$ cat config.mk
export PLATFORM = sky130hd
export DESIGN_NAME = wasm_access_check
export DESIGN_NICKNAME = d
export VERILOG_FILES = /design/src/wasm_mem_pkg.sv /design/src/wasm_access_check.sv
export VERILOG_INCLUDE_DIRS = /design/src
export SDC_FILE = /design/constraint.sdc
export NUM_CORES = 1
export LEC_CHECK = 0
export ABC_AREA = 0
export BUFFER_PORTS_ARGS = -buffer_cell sky130_fd_sc_hd__buf_2
export CAP_MARGIN = 40
export CORE_MARGIN = 10
export CORE_UTILIZATION = 39
export DETAILED_ROUTE_END_ITERATION = 16
export PLACE_DENSITY_LB_ADDON = 0.12
export REMOVE_ABC_BUFFERS = 1
export SYNTH_ARGS = -nofsm -noshare
export SYNTH_HDL_FRONTEND = slang
export SYNTH_SLANG_ARGS = --single-unit
$ cat constraint.sdc
create_clock -name vclk -period 16.91
set_clock_uncertainty 0.1 [all_clocks]
set_input_delay 2.5365 -clock vclk [all_inputs]
set_output_delay 2.5365 -clock vclk [all_outputs]
set_load 0.1 [all_outputs]
$ cat src/wasm_mem_params.svh
// ~~~~~~~~~~~~~~~~~~~~~~~~~~~~~~~~~~~~~~~~~~~~~~~~~~~~~~~~~~~~~~~~~~~~~~
// Sizing of the linear memory. WASM_MAX_PAGES sets the physical backing
// store, so keep it small for block RAM; grow never goes past it.
// ~~~~~~~~~~~~~~~~~~~~~~~~~~~~~~~~~~~~~~~~~~~~~~~~~~~~~~~~~~~~~~~~~~~~~~

`ifndef WASM_MEM_PARAMS_SVH
`define WASM_MEM_PARAMS_SVH

// WebAssembly page is 64 KiB
`define WASM_PAGE_BYTES 65536

// Pages backed by physical storage
`define WASM_MAX_PAGES 2

// memory.grow result on failure (-1 as i32)
`define WASM_GROW_FAIL 32'hffff_ffff

`endif

$ cat src/wasm_mem_pkg.sv
// ~~~~~~~~~~~~~~~~~~~~~~~~~~~~~~~~~~~~~~~~~~~~~~~~~~~~~~~~~~~~~~~~~~~~~~
// Types for the scalar linear memory. Data path is 64 bits wide, the
// access size is implied by the operation code.
// ~~~~~~~~~~~~~~~~~~~~~~~~~~~~~~~~~~~~~~~~~~~~~~~~~~~~~~~~~~~~~~~~~~~~~~
`default_nettype none

package wasm_mem_pkg;

    typedef logic [31:0] addr_t;
    typedef logic [63:0] data_t;
    typedef logic [7:0]  byte_t;
    typedef logic [31:0] pages_t;
    // Access length in bytes, 1 to 8
    typedef logic [3:0]  nbytes_t;

    typedef enum logic [3:0] {
        LOAD_I32,
        LOAD_I64,
        LOAD_I8_S,
        LOAD_I8_U,
        LOAD_I16_S,
        LOAD_I16_U,
        LOAD_I32_S,
        LOAD_I32_U,
        STORE_8,
        STORE_16,
        STORE_32,
        STORE_64
    } mem_op_e;

    typedef enum logic {
        TRAP_NONE,
        TRAP_OUT_OF_BOUNDS
    } trap_e;

    typedef struct packed {
        logic    valid;
        mem_op_e op;
        addr_t   addr;
        data_t   wdata;
    } mem_req_t;

    typedef struct packed {
        logic  rvalid;
        logic  error;
        data_t rdata;
    } mem_resp_t;

    typedef struct packed {
        logic   init_valid;
        pages_t init_pages;
        pages_t init_max_pages;
        logic   grow_valid;
        pages_t grow_pages;
    } mgmt_req_t;

    typedef struct packed {
        pages_t current_pages;
        pages_t grow_result;
        logic   grow_done;
    } mgmt_resp_t;

    // Checked access towards the byte store
    typedef struct packed {
        logic    rd;
        logic    wr;
        addr_t   addr;
        nbytes_t nbytes;
        data_t   wdata;
    } store_access_t;

    // Follows a load or a trapped access to the response stage
    typedef struct packed {
        logic    valid;
        logic    error;
        mem_op_e op;
    } load_tag_t;

endpackage

`default_nettype wire

$ cat src/wasm_access_check.sv
// ~~~~~~~~~~~~~~~~~~~~~~~~~~~~~~~~~~~~~~~~~~~~~~~~~~~~~~~~~~~~~~~~~~~~~~
// Combinational request decode and bounds check. The limit is formed in
// 33 bits, which holds for page counts up to 65536.
// ~~~~~~~~~~~~~~~~~~~~~~~~~~~~~~~~~~~~~~~~~~~~~~~~~~~~~~~~~~~~~~~~~~~~~~
`timescale 1ns/100ps
`default_nettype none
`include "wasm_mem_params.svh"

module wasm_access_check (
    input  wasm_mem_pkg::mem_req_t      mem_req_i,
    input  wasm_mem_pkg::pages_t        current_pages_i,
    output wasm_mem_pkg::store_access_t access_o,
    output wasm_mem_pkg::load_tag_t     tag_o
);
    import wasm_mem_pkg::*;

    nbytes_t     nbytes;
    logic        is_load;
    logic [32:0] end_addr;
    logic [32:0] limit;
    logic        in_bounds;

    // Access size follows from the operation
    always_comb begin
        case (mem_req_i.op)
            LOAD_I8_S, LOAD_I8_U, STORE_8: begin
                nbytes = 4'd1;
            end
            LOAD_I16_S, LOAD_I16_U, STORE_16: begin
                nbytes = 4'd2;
            end
            LOAD_I64, STORE_64: begin
                nbytes = 4'd8;
            end
            default: begin
                nbytes = 4'd4;
            end
        endcase
    end

    assign is_load = mem_req_i.op inside {LOAD_I32, LOAD_I64, LOAD_I8_S, LOAD_I8_U,
                                          LOAD_I16_S, LOAD_I16_U, LOAD_I32_S, LOAD_I32_U};

    // Last byte must lie inside the declared pages
    assign end_addr  = {1'b0, mem_req_i.addr} + 33'(nbytes);
    assign limit     = 33'(current_pages_i) * 33'(`WASM_PAGE_BYTES);
    assign in_bounds = (end_addr <= limit);

    assign access_o.rd     = mem_req_i.valid && is_load && in_bounds;
    assign access_o.wr     = mem_req_i.valid && !is_load && in_bounds;
    assign access_o.addr   = mem_req_i.addr;
    assign access_o.nbytes = nbytes;
    assign access_o.wdata  = mem_req_i.wdata;

    // In-bounds stores need no response
    assign tag_o.valid = mem_req_i.valid && (is_load || !in_bounds);
    assign tag_o.error = mem_req_i.valid && !in_bounds;
    assign tag_o.op    = mem_req_i.op;

endmodule

`default_nettype wire

==> run summary <==
Setup Fix Bufs, Post-CTS = 0
Nets = 448
Hold Fails Final Rpt = 0
Post-CTS Hold Fix Bufs = 0
Synth area leader = buf_4
Post-synth top area share = 35.5%
Die X = 94.0 um
PostCTS Resize Cnt = 0
Buffers & Inverters on Critical Path = 3
Cell count along the critical path = 22
Post-synth top cells = buf_4 (101), inv_1 (27), ha_1 (21)
Gp weighted congestion = 0.888
Die Y = 94.0 um
Hold WC Path Type = in -> out
GR Util All Layers = 25.1%
Internal = 19.5 uW
WL per Instance = 33.0 um
Cell Chain, Critical Path = buf_2, nor2b_1, a21oi_1, nor2_1, ha_1, inv_1, fa_1, nand2b_1, a2111o_1, and2b_1, nand4_1, nor2_1, xor2_1, ha_1, nand4_1, nor4_2, nand3_1, a2111o_1, nor4_2, a21oi_2, nor3b_2, buf_2
Clock power frac = 0%
Netlist cell types = 51
Kind of critical path = in -> out
Crit start category = input pin
Most frequent cell after synthesis = buf_4
Worst-Margin Slew = 0.500 ns
FFs & Latches = 0
Post-Syn Area = 0.00214 mm2
Crit path required time = 14.27 ns
Leakage power total = 0.00101 uW
Pin count of the biggest net entering global routing = 13
Status = finished clean
Synth top area cells = buf_4 (35%), ha_1 (12%), xnor2_1 (5.3%), inv_1 (4.7%), nand2_1 (2.6%)
Initial core utilization = 41.1%
I/O Buffers = 98
WP data arrival = 7.47 ns
Final WS setup = 6.81 ns
Max stage delay on crit path = 0.47 ns
Peak Freq = 99.0 MHz
Number of non-filler instances in the completed layout = 362
Placed cell areas = 0.00194 mm2
Hpwl dp = 11.4 mm
Slew Viols, Final = 0
DR iter-0 viols = 76
CP max FO = 8
Final setup viols = 0
Net Switching = 64.4 uW
Sequential Power Share = 0%
Slowest cell on the critical path = a2111o_1
CP endpoint kind = output pin
Setup TNS = 0 ns
Routed WL = 11.9 mm
Final period utilization = 59.7%
Core Area = 0.00520 mm2
First-pass GRT wire length = 15.4 mm
Via count = 1928
Setup WS pre-CTS = 6.80 ns
RSZ-0062 raised after global routing = false
Logic pwr share = 100.0%
Vias per cell = 5.33
Hold Path Cell Cnt = 0
Synth Area per Inst = 7.22 um2
DRC Markers = 0
Die ar. = 0.00884 mm2
Syn Inst Count = 296
Seq/Total Area, Yosys = 0%
Placed Cells incl. Taps = 361
Hold slack = 4.97 ns
DRT Pass-1 Iters = 6
Clk_buf instances = 0
Grt total ovfl = 0
Setup crit end = access_o[101]
Max-slew headroom = 66.9%
Sw frac = 76.8%
Register Area = 0 um2
Num ports = 241
Number of max-cap violations = 0
Pwr dens = 43.3 mW/mm2
Crit-path leading delay family = simple AND/OR/NAND/NOR gates
Min cycle time layout = 10.10 ns
Vias in the first global route = 1902
Crit path launch = mem_req_i[99]
Yosys warnings = 0
Routed Antenna Nets = 0
Final Cell Area = 0.00194 mm2
Antenna violations before repair = 3
Row count = 26
Layout cell share with drive strength beyond 1 = 39.9%
Area grow syn2layout = -9.36%
VDD IR max = 0.0000231 V
==> per-layer routing <==
metal  up-vias  global-route usage (%)  share of wire (%)
li1        899                       -                  -
met3        14                    38.4                 32
met1       804                    15.0                 21
met5         -                    10.7                1.0
met2       205                    39.2                 44
met4         6                    4.30                2.0
==> power groups by stage <==
stage | clock network, uW | registers [uW] | logic (uW)
2_1_floorplan | 0 | 0 | 29.2
3_3_place_gp | 0 | 0 | 83.9
3_5_place_dp | 0 | 0 | 84.0
4_1_cts | 0 | 0 | 84.3
5_1_grt | 0 | 0 | 89.5
6_report | 0.00000791 | 0 | 83.9
==> layout by cell type (no fill, tap or decap), types with 2 or more instances in the layout <==
| cell | n |
|---|---|
| nand4_1 | 9 |
| buf_2 | 98 |
| and4_1 | 2 |
| o211ai_1 | 2 |
| inv_1 | 27 |
| and2_1 | 4 |
| xnor2_1 | 13 |
| a21o_1 | 7 |
| nor3_2 | 2 |
| nand3_2 | 2 |
| a21oi_1 | 10 |
| nor3_1 | 4 |
| nor4_2 | 2 |
| o21a_1 | 3 |
| or3_1 | 2 |
| a211oi_1 | 3 |
| ha_1 | 21 |
| nor2_1 | 13 |
| nand3_1 | 8 |
| nor2b_1 | 2 |
| o21ai_0 | 6 |
| nand2b_1 | 2 |
| and3_1 | 2 |
| xor2_1 | 6 |
| nand2_1 | 15 |
| a2111o_1 | 2 |
==> stage by stage <==
| stage | power [uW] | utilization [%] |
|---|---|---|
| 6_report | 83.9 | 37.2 |
| 5_1_grt | 89.5 | 37.2 |
| 4_1_cts | 84.3 | 37.2 |
| 3_5_place_dp | 84.0 | 37.2 |
| 3_3_place_gp | 83.9 | 37.2 |
| 2_1_floorplan | 29.2 | - |
==> kinds of logic (layout without fill, tap and decap cells) <==
logic type	after synthesis	count (layout)	synth area share [%]
adder cells (fa/ha/maj)	22	22	13.2
other	0	1	0
AND/OR/NAND/NOR	81	81	22.6
XOR/XNOR	19	19	7.78
AO/OA/AOI/OAI	43	43	14.6
multiplexers	1	1	0.527
buffers and inverters	130	125	41.3
==> final cells by class <==
| type | instances | area, um2 |
|---|---|---|
| multi-input cells | 166 | 1260 |
| well taps | 70 | 87.6 |
| diodes | 1 | 2.50 |
| inverters | 27 | 101 |
| repair buffers | 98 | 490 |
| fillers | 608 | 3270 |
==> worst min path at each step <==
stage	endpoint	startpoint	slack, ns
after global routing	access_o[42]	mem_req_i[42]	4.97
final	access_o[0]	mem_req_i[0]	4.97
after detailed placement	access_o[0]	mem_req_i[0]	4.97
after CTS	access_o[0]	mem_req_i[0]	4.97
after global placement	access_o[0]	mem_req_i[0]	4.97
after floorplan	access_o[0]	mem_req_i[0]	4.97
(Power assumes the default switching activity.)
