$ cat src/wasm_mem_params.svh
// ~~~~~~~~~~~~~~~~~~~~~~~~~~~~~~~~~~~~~~~~~~~~~~~~~~~~~~~~~~~~~~~~~~~~~~
// Sizing of the linear memory. WASM_MAX_PAGES sets the physical backing
// store, so keep it small for block RAM; grow never goes past it.
// ~~~~~~~~~~~~~~~~~~~~~~~~~~~~~~~~~~~~~~~~~~~~~~~~~~~~~~~~~~~~~~~~~~~~~~

`ifndef WASM_MEM_PARAMS_SVH
`define WASM_MEM_PARAMS_SVH

// WebAssembly page is 64 KiB
`define WASM_PAGE_BYTES 65536

// Pages backed by physical storage
`define WASM_MAX_PAGES 2

// memory.grow result on failure (-1 as i32)
`define WASM_GROW_FAIL 32'hffff_ffff

`endif

$ cat src/wasm_mem_pkg.sv
// ~~~~~~~~~~~~~~~~~~~~~~~~~~~~~~~~~~~~~~~~~~~~~~~~~~~~~~~~~~~~~~~~~~~~~~
// Types for the scalar linear memory. Data path is 64 bits wide, the
// access size is implied by the operation code.
// ~~~~~~~~~~~~~~~~~~~~~~~~~~~~~~~~~~~~~~~~~~~~~~~~~~~~~~~~~~~~~~~~~~~~~~
`default_nettype none

package wasm_mem_pkg;

    typedef logic [31:0] addr_t;
    typedef logic [63:0] data_t;
    typedef logic [7:0]  byte_t;
    typedef logic [31:0] pages_t;
    // Access length in bytes, 1 to 8
    typedef logic [3:0]  nbytes_t;

    typedef enum logic [3:0] {
        LOAD_I32,
        LOAD_I64,
        LOAD_I8_S,
        LOAD_I8_U,
        LOAD_I16_S,
        LOAD_I16_U,
        LOAD_I32_S,
        LOAD_I32_U,
        STORE_8,
        STORE_16,
        STORE_32,
        STORE_64
    } mem_op_e;

    typedef enum logic {
        TRAP_NONE,
        TRAP_OUT_OF_BOUNDS
    } trap_e;

    typedef struct packed {
        logic    valid;
        mem_op_e op;
        addr_t   addr;
        data_t   wdata;
    } mem_req_t;

    typedef struct packed {
        logic  rvalid;
        logic  error;
        data_t rdata;
    } mem_resp_t;

    typedef struct packed {
        logic   init_valid;
        pages_t init_pages;
        pages_t init_max_pages;
        logic   grow_valid;
        pages_t grow_pages;
    } mgmt_req_t;

    typedef struct packed {
        pages_t current_pages;
        pages_t grow_result;
        logic   grow_done;
    } mgmt_resp_t;

    // Checked access towards the byte store
    typedef struct packed {
        logic    rd;
        logic    wr;
        addr_t   addr;
        nbytes_t nbytes;
        data_t   wdata;
    } store_access_t;

    // Follows a load or a trapped access to the response stage
    typedef struct packed {
        logic    valid;
        logic    error;
        mem_op_e op;
    } load_tag_t;

endpackage

`default_nettype wire

$ cat src/wasm_page_ctrl.sv
// ~~~~~~~~~~~~~~~~~~~~~~~~~~~~~~~~~~~~~~~~~~~~~~~~~~~~~~~~~~~~~~~~~~~~~~
// Page count for memory.size and memory.grow. Init and grow must not
// be strobed in the same cycle; init wins if they are.
// ~~~~~~~~~~~~~~~~~~~~~~~~~~~~~~~~~~~~~~~~~~~~~~~~~~~~~~~~~~~~~~~~~~~~~~
`timescale 1ns/100ps
`default_nettype none
`include "wasm_mem_params.svh"

module wasm_page_ctrl (
    input  logic                     clk,
    input  logic                     rst_n,
    input  wasm_mem_pkg::mgmt_req_t  mgmt_req_i,
    output wasm_mem_pkg::mgmt_resp_t mgmt_resp_o,
    output wasm_mem_pkg::pages_t     current_pages_o
);
    import wasm_mem_pkg::*;

    localparam pages_t PHYS_PAGES = pages_t'(`WASM_MAX_PAGES);

    pages_t      cur_pages_q;
    pages_t      max_pages_q;
    pages_t      grow_result_q;
    logic        grow_done_q;
    logic [32:0] grow_sum;
    logic        grow_ok;

    // Extra bit so a huge request cannot wrap into range
    assign grow_sum = {1'b0, cur_pages_q} + {1'b0, mgmt_req_i.grow_pages};
    assign grow_ok  = (grow_sum <= {1'b0, max_pages_q}) && (grow_sum <= {1'b0, PHYS_PAGES});

    always_ff @(posedge clk or negedge rst_n) begin
        if (!rst_n) begin
            cur_pages_q   <= '0;
            max_pages_q   <= PHYS_PAGES;
            grow_result_q <= '0;
            grow_done_q   <= 1'b0;
        end else begin
            grow_done_q <= 1'b0;
            if (mgmt_req_i.init_valid) begin
                cur_pages_q <= (mgmt_req_i.init_pages > PHYS_PAGES) ?
                               PHYS_PAGES : mgmt_req_i.init_pages;
                // Zero means no declared maximum
                max_pages_q <= (mgmt_req_i.init_max_pages != '0) ?
                               mgmt_req_i.init_max_pages : PHYS_PAGES;
            end else if (mgmt_req_i.grow_valid) begin
                grow_done_q <= 1'b1;
                if (grow_ok) begin
                    grow_result_q <= cur_pages_q;
                    cur_pages_q   <= grow_sum[31:0];
                end else begin
                    grow_result_q <= `WASM_GROW_FAIL;
                end
            end
        end
    end

    assign mgmt_resp_o.current_pages = cur_pages_q;
    assign mgmt_resp_o.grow_result   = grow_result_q;
    assign mgmt_resp_o.grow_done     = grow_done_q;
    assign current_pages_o           = cur_pages_q;

endmodule

`default_nettype wire

$ cat config.mk
export PLATFORM = sky130hd
export DESIGN_NAME = wasm_page_ctrl
export DESIGN_NICKNAME = d
export VERILOG_FILES = /design/src/wasm_mem_pkg.sv /design/src/wasm_page_ctrl.sv
export VERILOG_INCLUDE_DIRS = /design/src
export SDC_FILE = /design/constraint.sdc
export NUM_CORES = 1
export LEC_CHECK = 0
export BUFFER_PORTS_ARGS = -buffer_cell sky130_fd_sc_hd__clkbuf_2
export CORE_UTILIZATION = 40
export DETAILED_ROUTE_END_ITERATION = 16
export PLACE_DENSITY_LB_ADDON = 0.25
export SYNTH_ARGS = -nofsm -noshare
export SYNTH_HDL_FRONTEND = slang
export SYNTH_SLANG_ARGS = --single-unit
$ cat constraint.sdc
create_clock -name clk -period 13.84 [get_ports clk]
set_clock_uncertainty 0.2 [all_clocks]
set_input_delay 1.384 -clock clk [delete_from_list [all_inputs] [get_ports clk]]
set_output_delay 1.384 -clock clk [all_outputs]
set_load 0.01 [all_outputs]
==> results.yml, run 1 <==
grt:
  antenna_found_initial: 0
  grt_first_pass_wirelength_mm: 27.9
  grt_use_total_pct: 21.1
  grt_max_degree: 69
  grt_remaining_overflow: 0
  grt_pass1_vias: 5443
power_and_ir_drop:
  p_leak_nw: 3.80
  power.switching_mw: 0.178
  worst_ir_drop_vdd_mv: 0.0552
  internal_power_mw: 0.480
  p_sw_share_pct: 27.0
  power_frac_seq_pct: 44.9
  cellPowerDensity_nw_per_um2: 83.7
  p_comb_share_pct: 16.3
  pwr-share-clk_pct: 38.8
  total_power_mw: 0.658
clock_network:
  clk_pin_slew_worst_paths_ns: 0.06
  cts_tree: "done"
  htree_levels: 3
  cts_buffer_depth: 2
  cts_root_buf: "clkbuf_16"
  clkSinkCount: 97
  ctsHoldBuffers: 0
  numCtsBuffers: 9
  cts_resized: 0
  clock_latency_ns: 0.35
  cts_setup_buffers: 0
yosys:
  synth_area_per_cell_um2: 9.18
  synth_nets: 890
  synthAdderAreaFrac_pct: 12.3
  yosys.area_share.simple_pct: 18.1
  synth_top_family_by_area: "compound AO/OA/AOI/OAI gates"
  synthFlopType: "dfrtp_1"
  synth_xor_area_share_pct: 3.03
  muxShareOfSynthArea_pct: 0.489
  synth_seq_cells: 97
  syn_inst: 725
  synth_cell_types: 75
  synth_area_um2: 6650
  synthArstFlopShare_pct: 100
  yosys_warnings: 0
  ys_seq_area_share_pct: 36.5
  synth_compound_area_share_pct: 21.6
  synth_edf_count: 0
routing:
  drc_errors: 0
  top_layer: "met4"
  dr_wl_met3_um: 837
  routed-wl-met2_mm: 7.76
  drt_iter0_markers: 317
  wl_per_cell_um: 15.8
  wl_met1_mm: 8.30
  wl_mm: 17.2
  dr_total_vias: 5860
  drtAntennaViolNets: 0
  via_per_inst: 5.37
  first_pass_iters: 5
flow_run:
  max_cap_violations: 0
hold_path:
  hold_class: "reg -> reg"
cells_and_area:
  layout_commonest_cell: "clkbuf_2"
  nets: 1036
  drive_above_1_share_pct: 26.8
  stdcell_area_um2: 7870
  antennaDiodeCount: 0
  fin_util_pct: 49.0
  area_growth_pct: 18.3
  layout_common_cells: "195 x clkbuf_2, 96 x dfrtp_1, 64 x ha_1, 63 x nand2_1, 59 x o21ai_0"
status:
  status: "finished clean"
critical_path:
  cp_max_fo: 32
  end_kind: "flop"
  reg2reg_slack_ns: 7.84
  required_ns: 13.87
  arrival_ns: 6.71
  crit_type: "in -> reg"
  startpoint_type: "input port"
placement:
  placed_area_um2: 7560
  port_buffers: 196
  gp_congestion: 0.899
  dp_hpwl_mm: 13.7
timing:
  timing.fmax_ghz: 0.150
  slew_violations: 0
  period_minus_slack_ns: 6.67
  slew-limit-headroom_pct: 50.1
  grt_setup_unrepaired: "false"
  setup_viol: 0
  period_share_pct: 48.2
  hold_viol_final: 0
  tns_ns: 0
  tightest_slew_ns: 0.748
floorplanning:
  dieArea_um2: 17200
  rows: 46
  core_area_um2: 16100
  die_w_um: 131
  die_h_um: 131
  io_pins: 197
  initial_utilization_pct: 41.4
[power groups by stage]
stage / Combinational (mW) / Sequential, mW / Clock, mW
after floorplan: 0.0654 / 0.300 / 0
after global placement: 0.105 / 0.301 / 0
after detailed placement: 0.107 / 0.301 / 0
after CTS: 0.108 / 0.296 / 0.261
after global routing: 0.122 / 0.296 / 0.274
final: 0.107 / 0.295 / 0.256
[worst max-delay path, stage by stage]
cell and delay, ns:
clkbuf_2 0.08, ha_1 0.35, a21o_1 0.21, a31oi_1 0.22, a21oi_1 0.20, a221oi_2 0.44
o21ai_1 0.24, and4_1 0.27, nor4_2 0.42, ha_1 0.36, a21oi_1 0.16, nand2_1 0.08
nor4_1 0.25, o21ai_0 0.12, o21a_1 0.19, a211oi_1 0.18, nand4b_1 0.19, nor4_4 0.29
nand3_2 0.64, o22a_1 0.40
[metrics by stage]
stage / instances / setup slack, ns / hold slack, ns
after floorplan: 725 / 8.00 / 0.265
after global placement: 1076 / 7.02 / 0.294
after detailed placement: 1076 / 6.81 / 0.298
after CTS: 1092 / 7.16 / 0.312
after global routing: 1092 / 6.61 / 0.321
final: 1092 / 7.17 / 0.307
[cell type report]
| class | instances | area [um2] |
|---|---|---|
| tap | 216 | 270 |
| multi-input combinational | 522 | 3700 |
| sequential | 97 | 2430 |
| inverter | 41 | 154 |
| fill | 1542 | 8190 |
| clock inverter | 6 | 66.3 |
| clock buffer | 10 | 239 |
| timing repair buffer | 200 | 1010 |
[metal layers]
layer	GRT usage [%]	vias to the layer above
met5	0	-
met3	3.75	22
li1	-	2926
met2	32.2	150
met1	29.7	2762
met4	7.78	0
[synthesized netlist by cell type (3+ instances only)]
| cell type | instances | area [um2] |
|---|---|---|
| buf_4 | 33 | 248 |
| and2_1 | 38 | 238 |
| a21oi_1 | 41 | 205 |
| xor2_1 | 12 | 105 |
| a311oi_1 | 3 | 26.3 |
| o22a_1 | 32 | 280 |
| o21a_1 | 5 | 37.5 |
| and4_1 | 4 | 35.0 |
| a211oi_1 | 10 | 75.1 |
| a21o_1 | 11 | 82.6 |
| o211ai_1 | 3 | 22.5 |
| inv_1 | 41 | 154 |
| nor4_1 | 18 | 113 |
| o21ai_0 | 59 | 295 |
| buf_1 | 3 | 11.3 |
| nand4_1 | 20 | 125 |
| clkbuf_1 | 22 | 82.6 |
| buf_2 | 6 | 30.0 |
| ha_1 | 64 | 801 |
| nand3_1 | 11 | 55.1 |
| nor3_1 | 15 | 75.1 |
| xnor2_1 | 11 | 96.3 |
| dfrtp_1 | 96 | 2400 |
| a31oi_1 | 8 | 50.1 |
| nor2_1 | 24 | 90.1 |
| nand2_1 | 63 | 236 |
[path summary, 6_finish.rpt]
| kind | startpoint | endpoint | cells after the start |
|---|---|---|---|
| max | mgmt_req_i[4] | grow_result_q[24]$_DFFE_PN0P_ | 20 |
| min | grow_result_q[30]$_DFFE_PN0P_ | grow_result_q[30]$_DFFE_PN0P_ | 1 |
| max reg2reg | current_pages_o[4]$_DFFE_PN0P_ | grow_result_q[24]$_DFFE_PN0P_ | 19 |
| min reg2reg | grow_result_q[30]$_DFFE_PN0P_ | grow_result_q[30]$_DFFE_PN0P_ | 1 |
| max in group asynchronous | rst_n | max_pages_q[26]$_DFFE_PN0P_ | 2 |
| min in group asynchronous | rst_n | grow_result_q[12]$_DFFE_PN0P_ | 1 |
[flip-flops by register name, indices dropped and copies added, names as in the netlist]
name and cells:
max_pages_q 32, grow_result_q 32, grow_done_q 1, current_pages_o 32
[cells by family (layout without fill, tap and decap cells)]
group,after synthesis,count (layout)
and+or+nand+nor,219,219
adders and majority gates,65,65
DFF,97,97
buffers and inverters,106,257
AOI/OAI and AO/OA,212,212
muxes,3,3
xor gates and xnor gates,23,23
Power figures use the tool's default switching activity.
==> run 2, diff against run 1 <==
==> constraint.sdc (replaced) <==
create_clock -name clk -period 6.89 [get_ports clk]
set_clock_uncertainty 0.2 [all_clocks]
set_input_delay 0.689 -clock clk [delete_from_list [all_inputs] [get_ports clk]]
set_output_delay 0.689 -clock clk [all_outputs]
set_load 0.01 [all_outputs]
==> results.yml, run 2 (synthesis results as in run 1) <==
timing:
  period_minus_slack_ns: 5.53
  slew_violations: 0
  period_share_pct: 80.2
  tns_ns: 0
  tightest_slew_ns: 0.810
  fin_ws_ns: 1.36
  grt_setup_unrepaired: "false"
  timing.fmax_ghz: 0.181
  setup_viol: 0
  slew-limit-headroom_pct: 45.3
  hold_viol_final: 0
placement:
  dp_slack_ns: 1.01
  post-place-cells: 1077
  dp_hpwl_mm: 13.7
  gp_congestion: 0.880
  placed_area_um2: 7570
  port_buffers: 196
hold_path:
  hold_class: "in -> async"
floorplanning:
  dieArea_um2: 17200
  core_area_um2: 16100
  rows: 46
  die_w_um: 131
  io_pins: 197
  initial_utilization_pct: 41.4
  die_h_um: 131
cells_and_area:
  antennaDiodeCount: 0
  area_growth_pct: 18.4
  stdcell_area_um2: 7880
  fin_cells: 1093
  drive_above_1_share_pct: 26.8
  layout_commonest_cell: "clkbuf_2"
  layout_common_cells: "195 x clkbuf_2, 96 x dfrtp_1, 64 x ha_1, 63 x nand2_1, 59 x o21ai_0"
  nets: 1037
  fill_cells: 1606
power_and_ir_drop:
  p_comb_share_pct: 16.4
  power.switching_mw: 0.350
  p_sw_share_pct: 26.4
  cellPowerDensity_nw_per_um2: 168
  worst_ir_drop_vdd_mv: 0.102
  internal_power_mw: 0.975
  p_leak_nw: 3.81
  total_power_mw: 1.32
  pwr-share-clk_pct: 38.8
  power_frac_seq_pct: 44.8
grt:
  grt_pass1_vias: 5513
  antenna_found_initial: 0
  grt_use_total_pct: 21.2
  grt_max_degree: 69
  grt_first_pass_wirelength_mm: 27.9
  grt_remaining_overflow: 0
critical_path:
  required_ns: 6.93
  cp_max_fo: 32
  crit_type: "reg -> reg"
  reg2reg_depth: 21
  reg2reg_from: "current_pages_o[0]$_DFFE_PN0P_"
  reg2reg_slack_ns: 1.36
  startpoint_type: "flop"
  arrival_ns: 5.57
  reg2reg_to: "grow_result_q[23]$_DFFE_PN0P_"
  slowest_stage: "dfrtp_1"
  path_common_cell: "o21ai_0"
  max_stage_delay_ns: 0.43
  path_cells: "ha_1, fa_1, a21o_1, a221o_1, a41oi_2, a21boi_1, a21oi_1, o21ai_0, xor2_1, ha_1, o21ai_0, o21ai_0, nor4_1, o21ai_0, o21a_1, a211oi_1, nand4b_1, nor4_4, nand3_2, buf_4, o22a_1"
  end_kind: "flop"
routing:
  wl_mm: 17.3
  dr_total_vias: 5862
  drtAntennaViolNets: 0
  drc_errors: 0
  via_per_inst: 5.36
  first_pass_iters: 5
  drt_iter0_markers: 301
  wl_per_cell_um: 15.8
clock_network:
  clock_latency_ns: 0.36
  clk_pin_slew_worst_paths_ns: 0.07
  htree_levels: 3
  ctsHoldBuffers: 0
  cts_resized: 0
  cts_buffer_depth: 2
  cts_setup_buffers: 0
  cts_root_buf: "clkbuf_16"
  cts_tree: "done"
  clkSinkCount: 97
  numCtsBuffers: 9
flow_run:
  max_cap_violations: 0
status:
  status: "finished clean"
## run 2: power groups by stage
stage	clock (mW)	combinational [mW]	sequential, mW
detailed placement	0	0.215	0.604
global route	0.551	0.247	0.595
floorplan	0	0.131	0.603
finish	0.514	0.217	0.594
CTS	0.529	0.217	0.594
global placement	0	0.211	0.604
## run 2: how the worst max path moves through the flow
stage,from,end,slack [ns],depth (start not counted)
5_1_grt,current_pages_o[0]$_DFFE_PN0P_,grow_result_q[10]$_DFFE_PN0P_,0.95,21
6_report,current_pages_o[0]$_DFFE_PN0P_,grow_result_q[23]$_DFFE_PN0P_,1.36,21
3_5_place_dp,mgmt_req_i[0],grow_result_q[23]$_DFFE_PN0P_,1.01,22
4_1_cts,current_pages_o[0]$_DFFE_PN0P_,grow_result_q[23]$_DFFE_PN0P_,1.33,21
3_3_place_gp,mgmt_req_i[0],grow_result_q[19]$_DFFE_PN0P_,1.07,22
2_1_floorplan,mgmt_req_i[0],grow_result_q[1]$_DFFE_PN0P_,1.75,21
## run 2: per-layer routing
| layer | up-vias | wire length [um] | global-route usage [%] |
|---|---|---|---|
| li1 | 2943 | - | - |
| met1 | 2744 | 8250 | 29.4 |
| met2 | 152 | 7870 | 32.7 |
| met3 | 23 | 836 | 3.71 |
| met4 | 0 | 367 | 8.38 |
| met5 | - | 0 | 0 |
## run 2: stage by stage
step | utilization, % | hold slack (ns)
3_3_place_gp | 47.1 | 0.292
5_1_grt | 49.1 | 0.171
2_1_floorplan | - | 0.193
6_report | 49.1 | 0.117
3_5_place_dp | 47.1 | 0.296
4_1_cts | 49.1 | 0.139
## run 2: final cells by class
type / instances / area [um2] / area share, %
clock buffer: 12 / 256 / 3.26
clock inverter: 4 / 51.3 / 0.651
inverter: 41 / 154 / 1.95
multi-input combinational: 522 / 3700 / 46.9
sequential: 97 / 2430 / 30.8
tap: 216 / 270 / 3.43
timing repair buffer: 201 / 1020 / 13.0
## run 2: worst max-delay path: cells and delay by family (launching register included)
kind | cells | cell delay, ns
simple gates | 4 | 0.77
buf+inv | 1 | 0.29
flops | 1 | 0.43
fa+ha+maj | 3 | 0.95
compound gates | 12 | 2.47
xor+xnor | 1 | 0.31
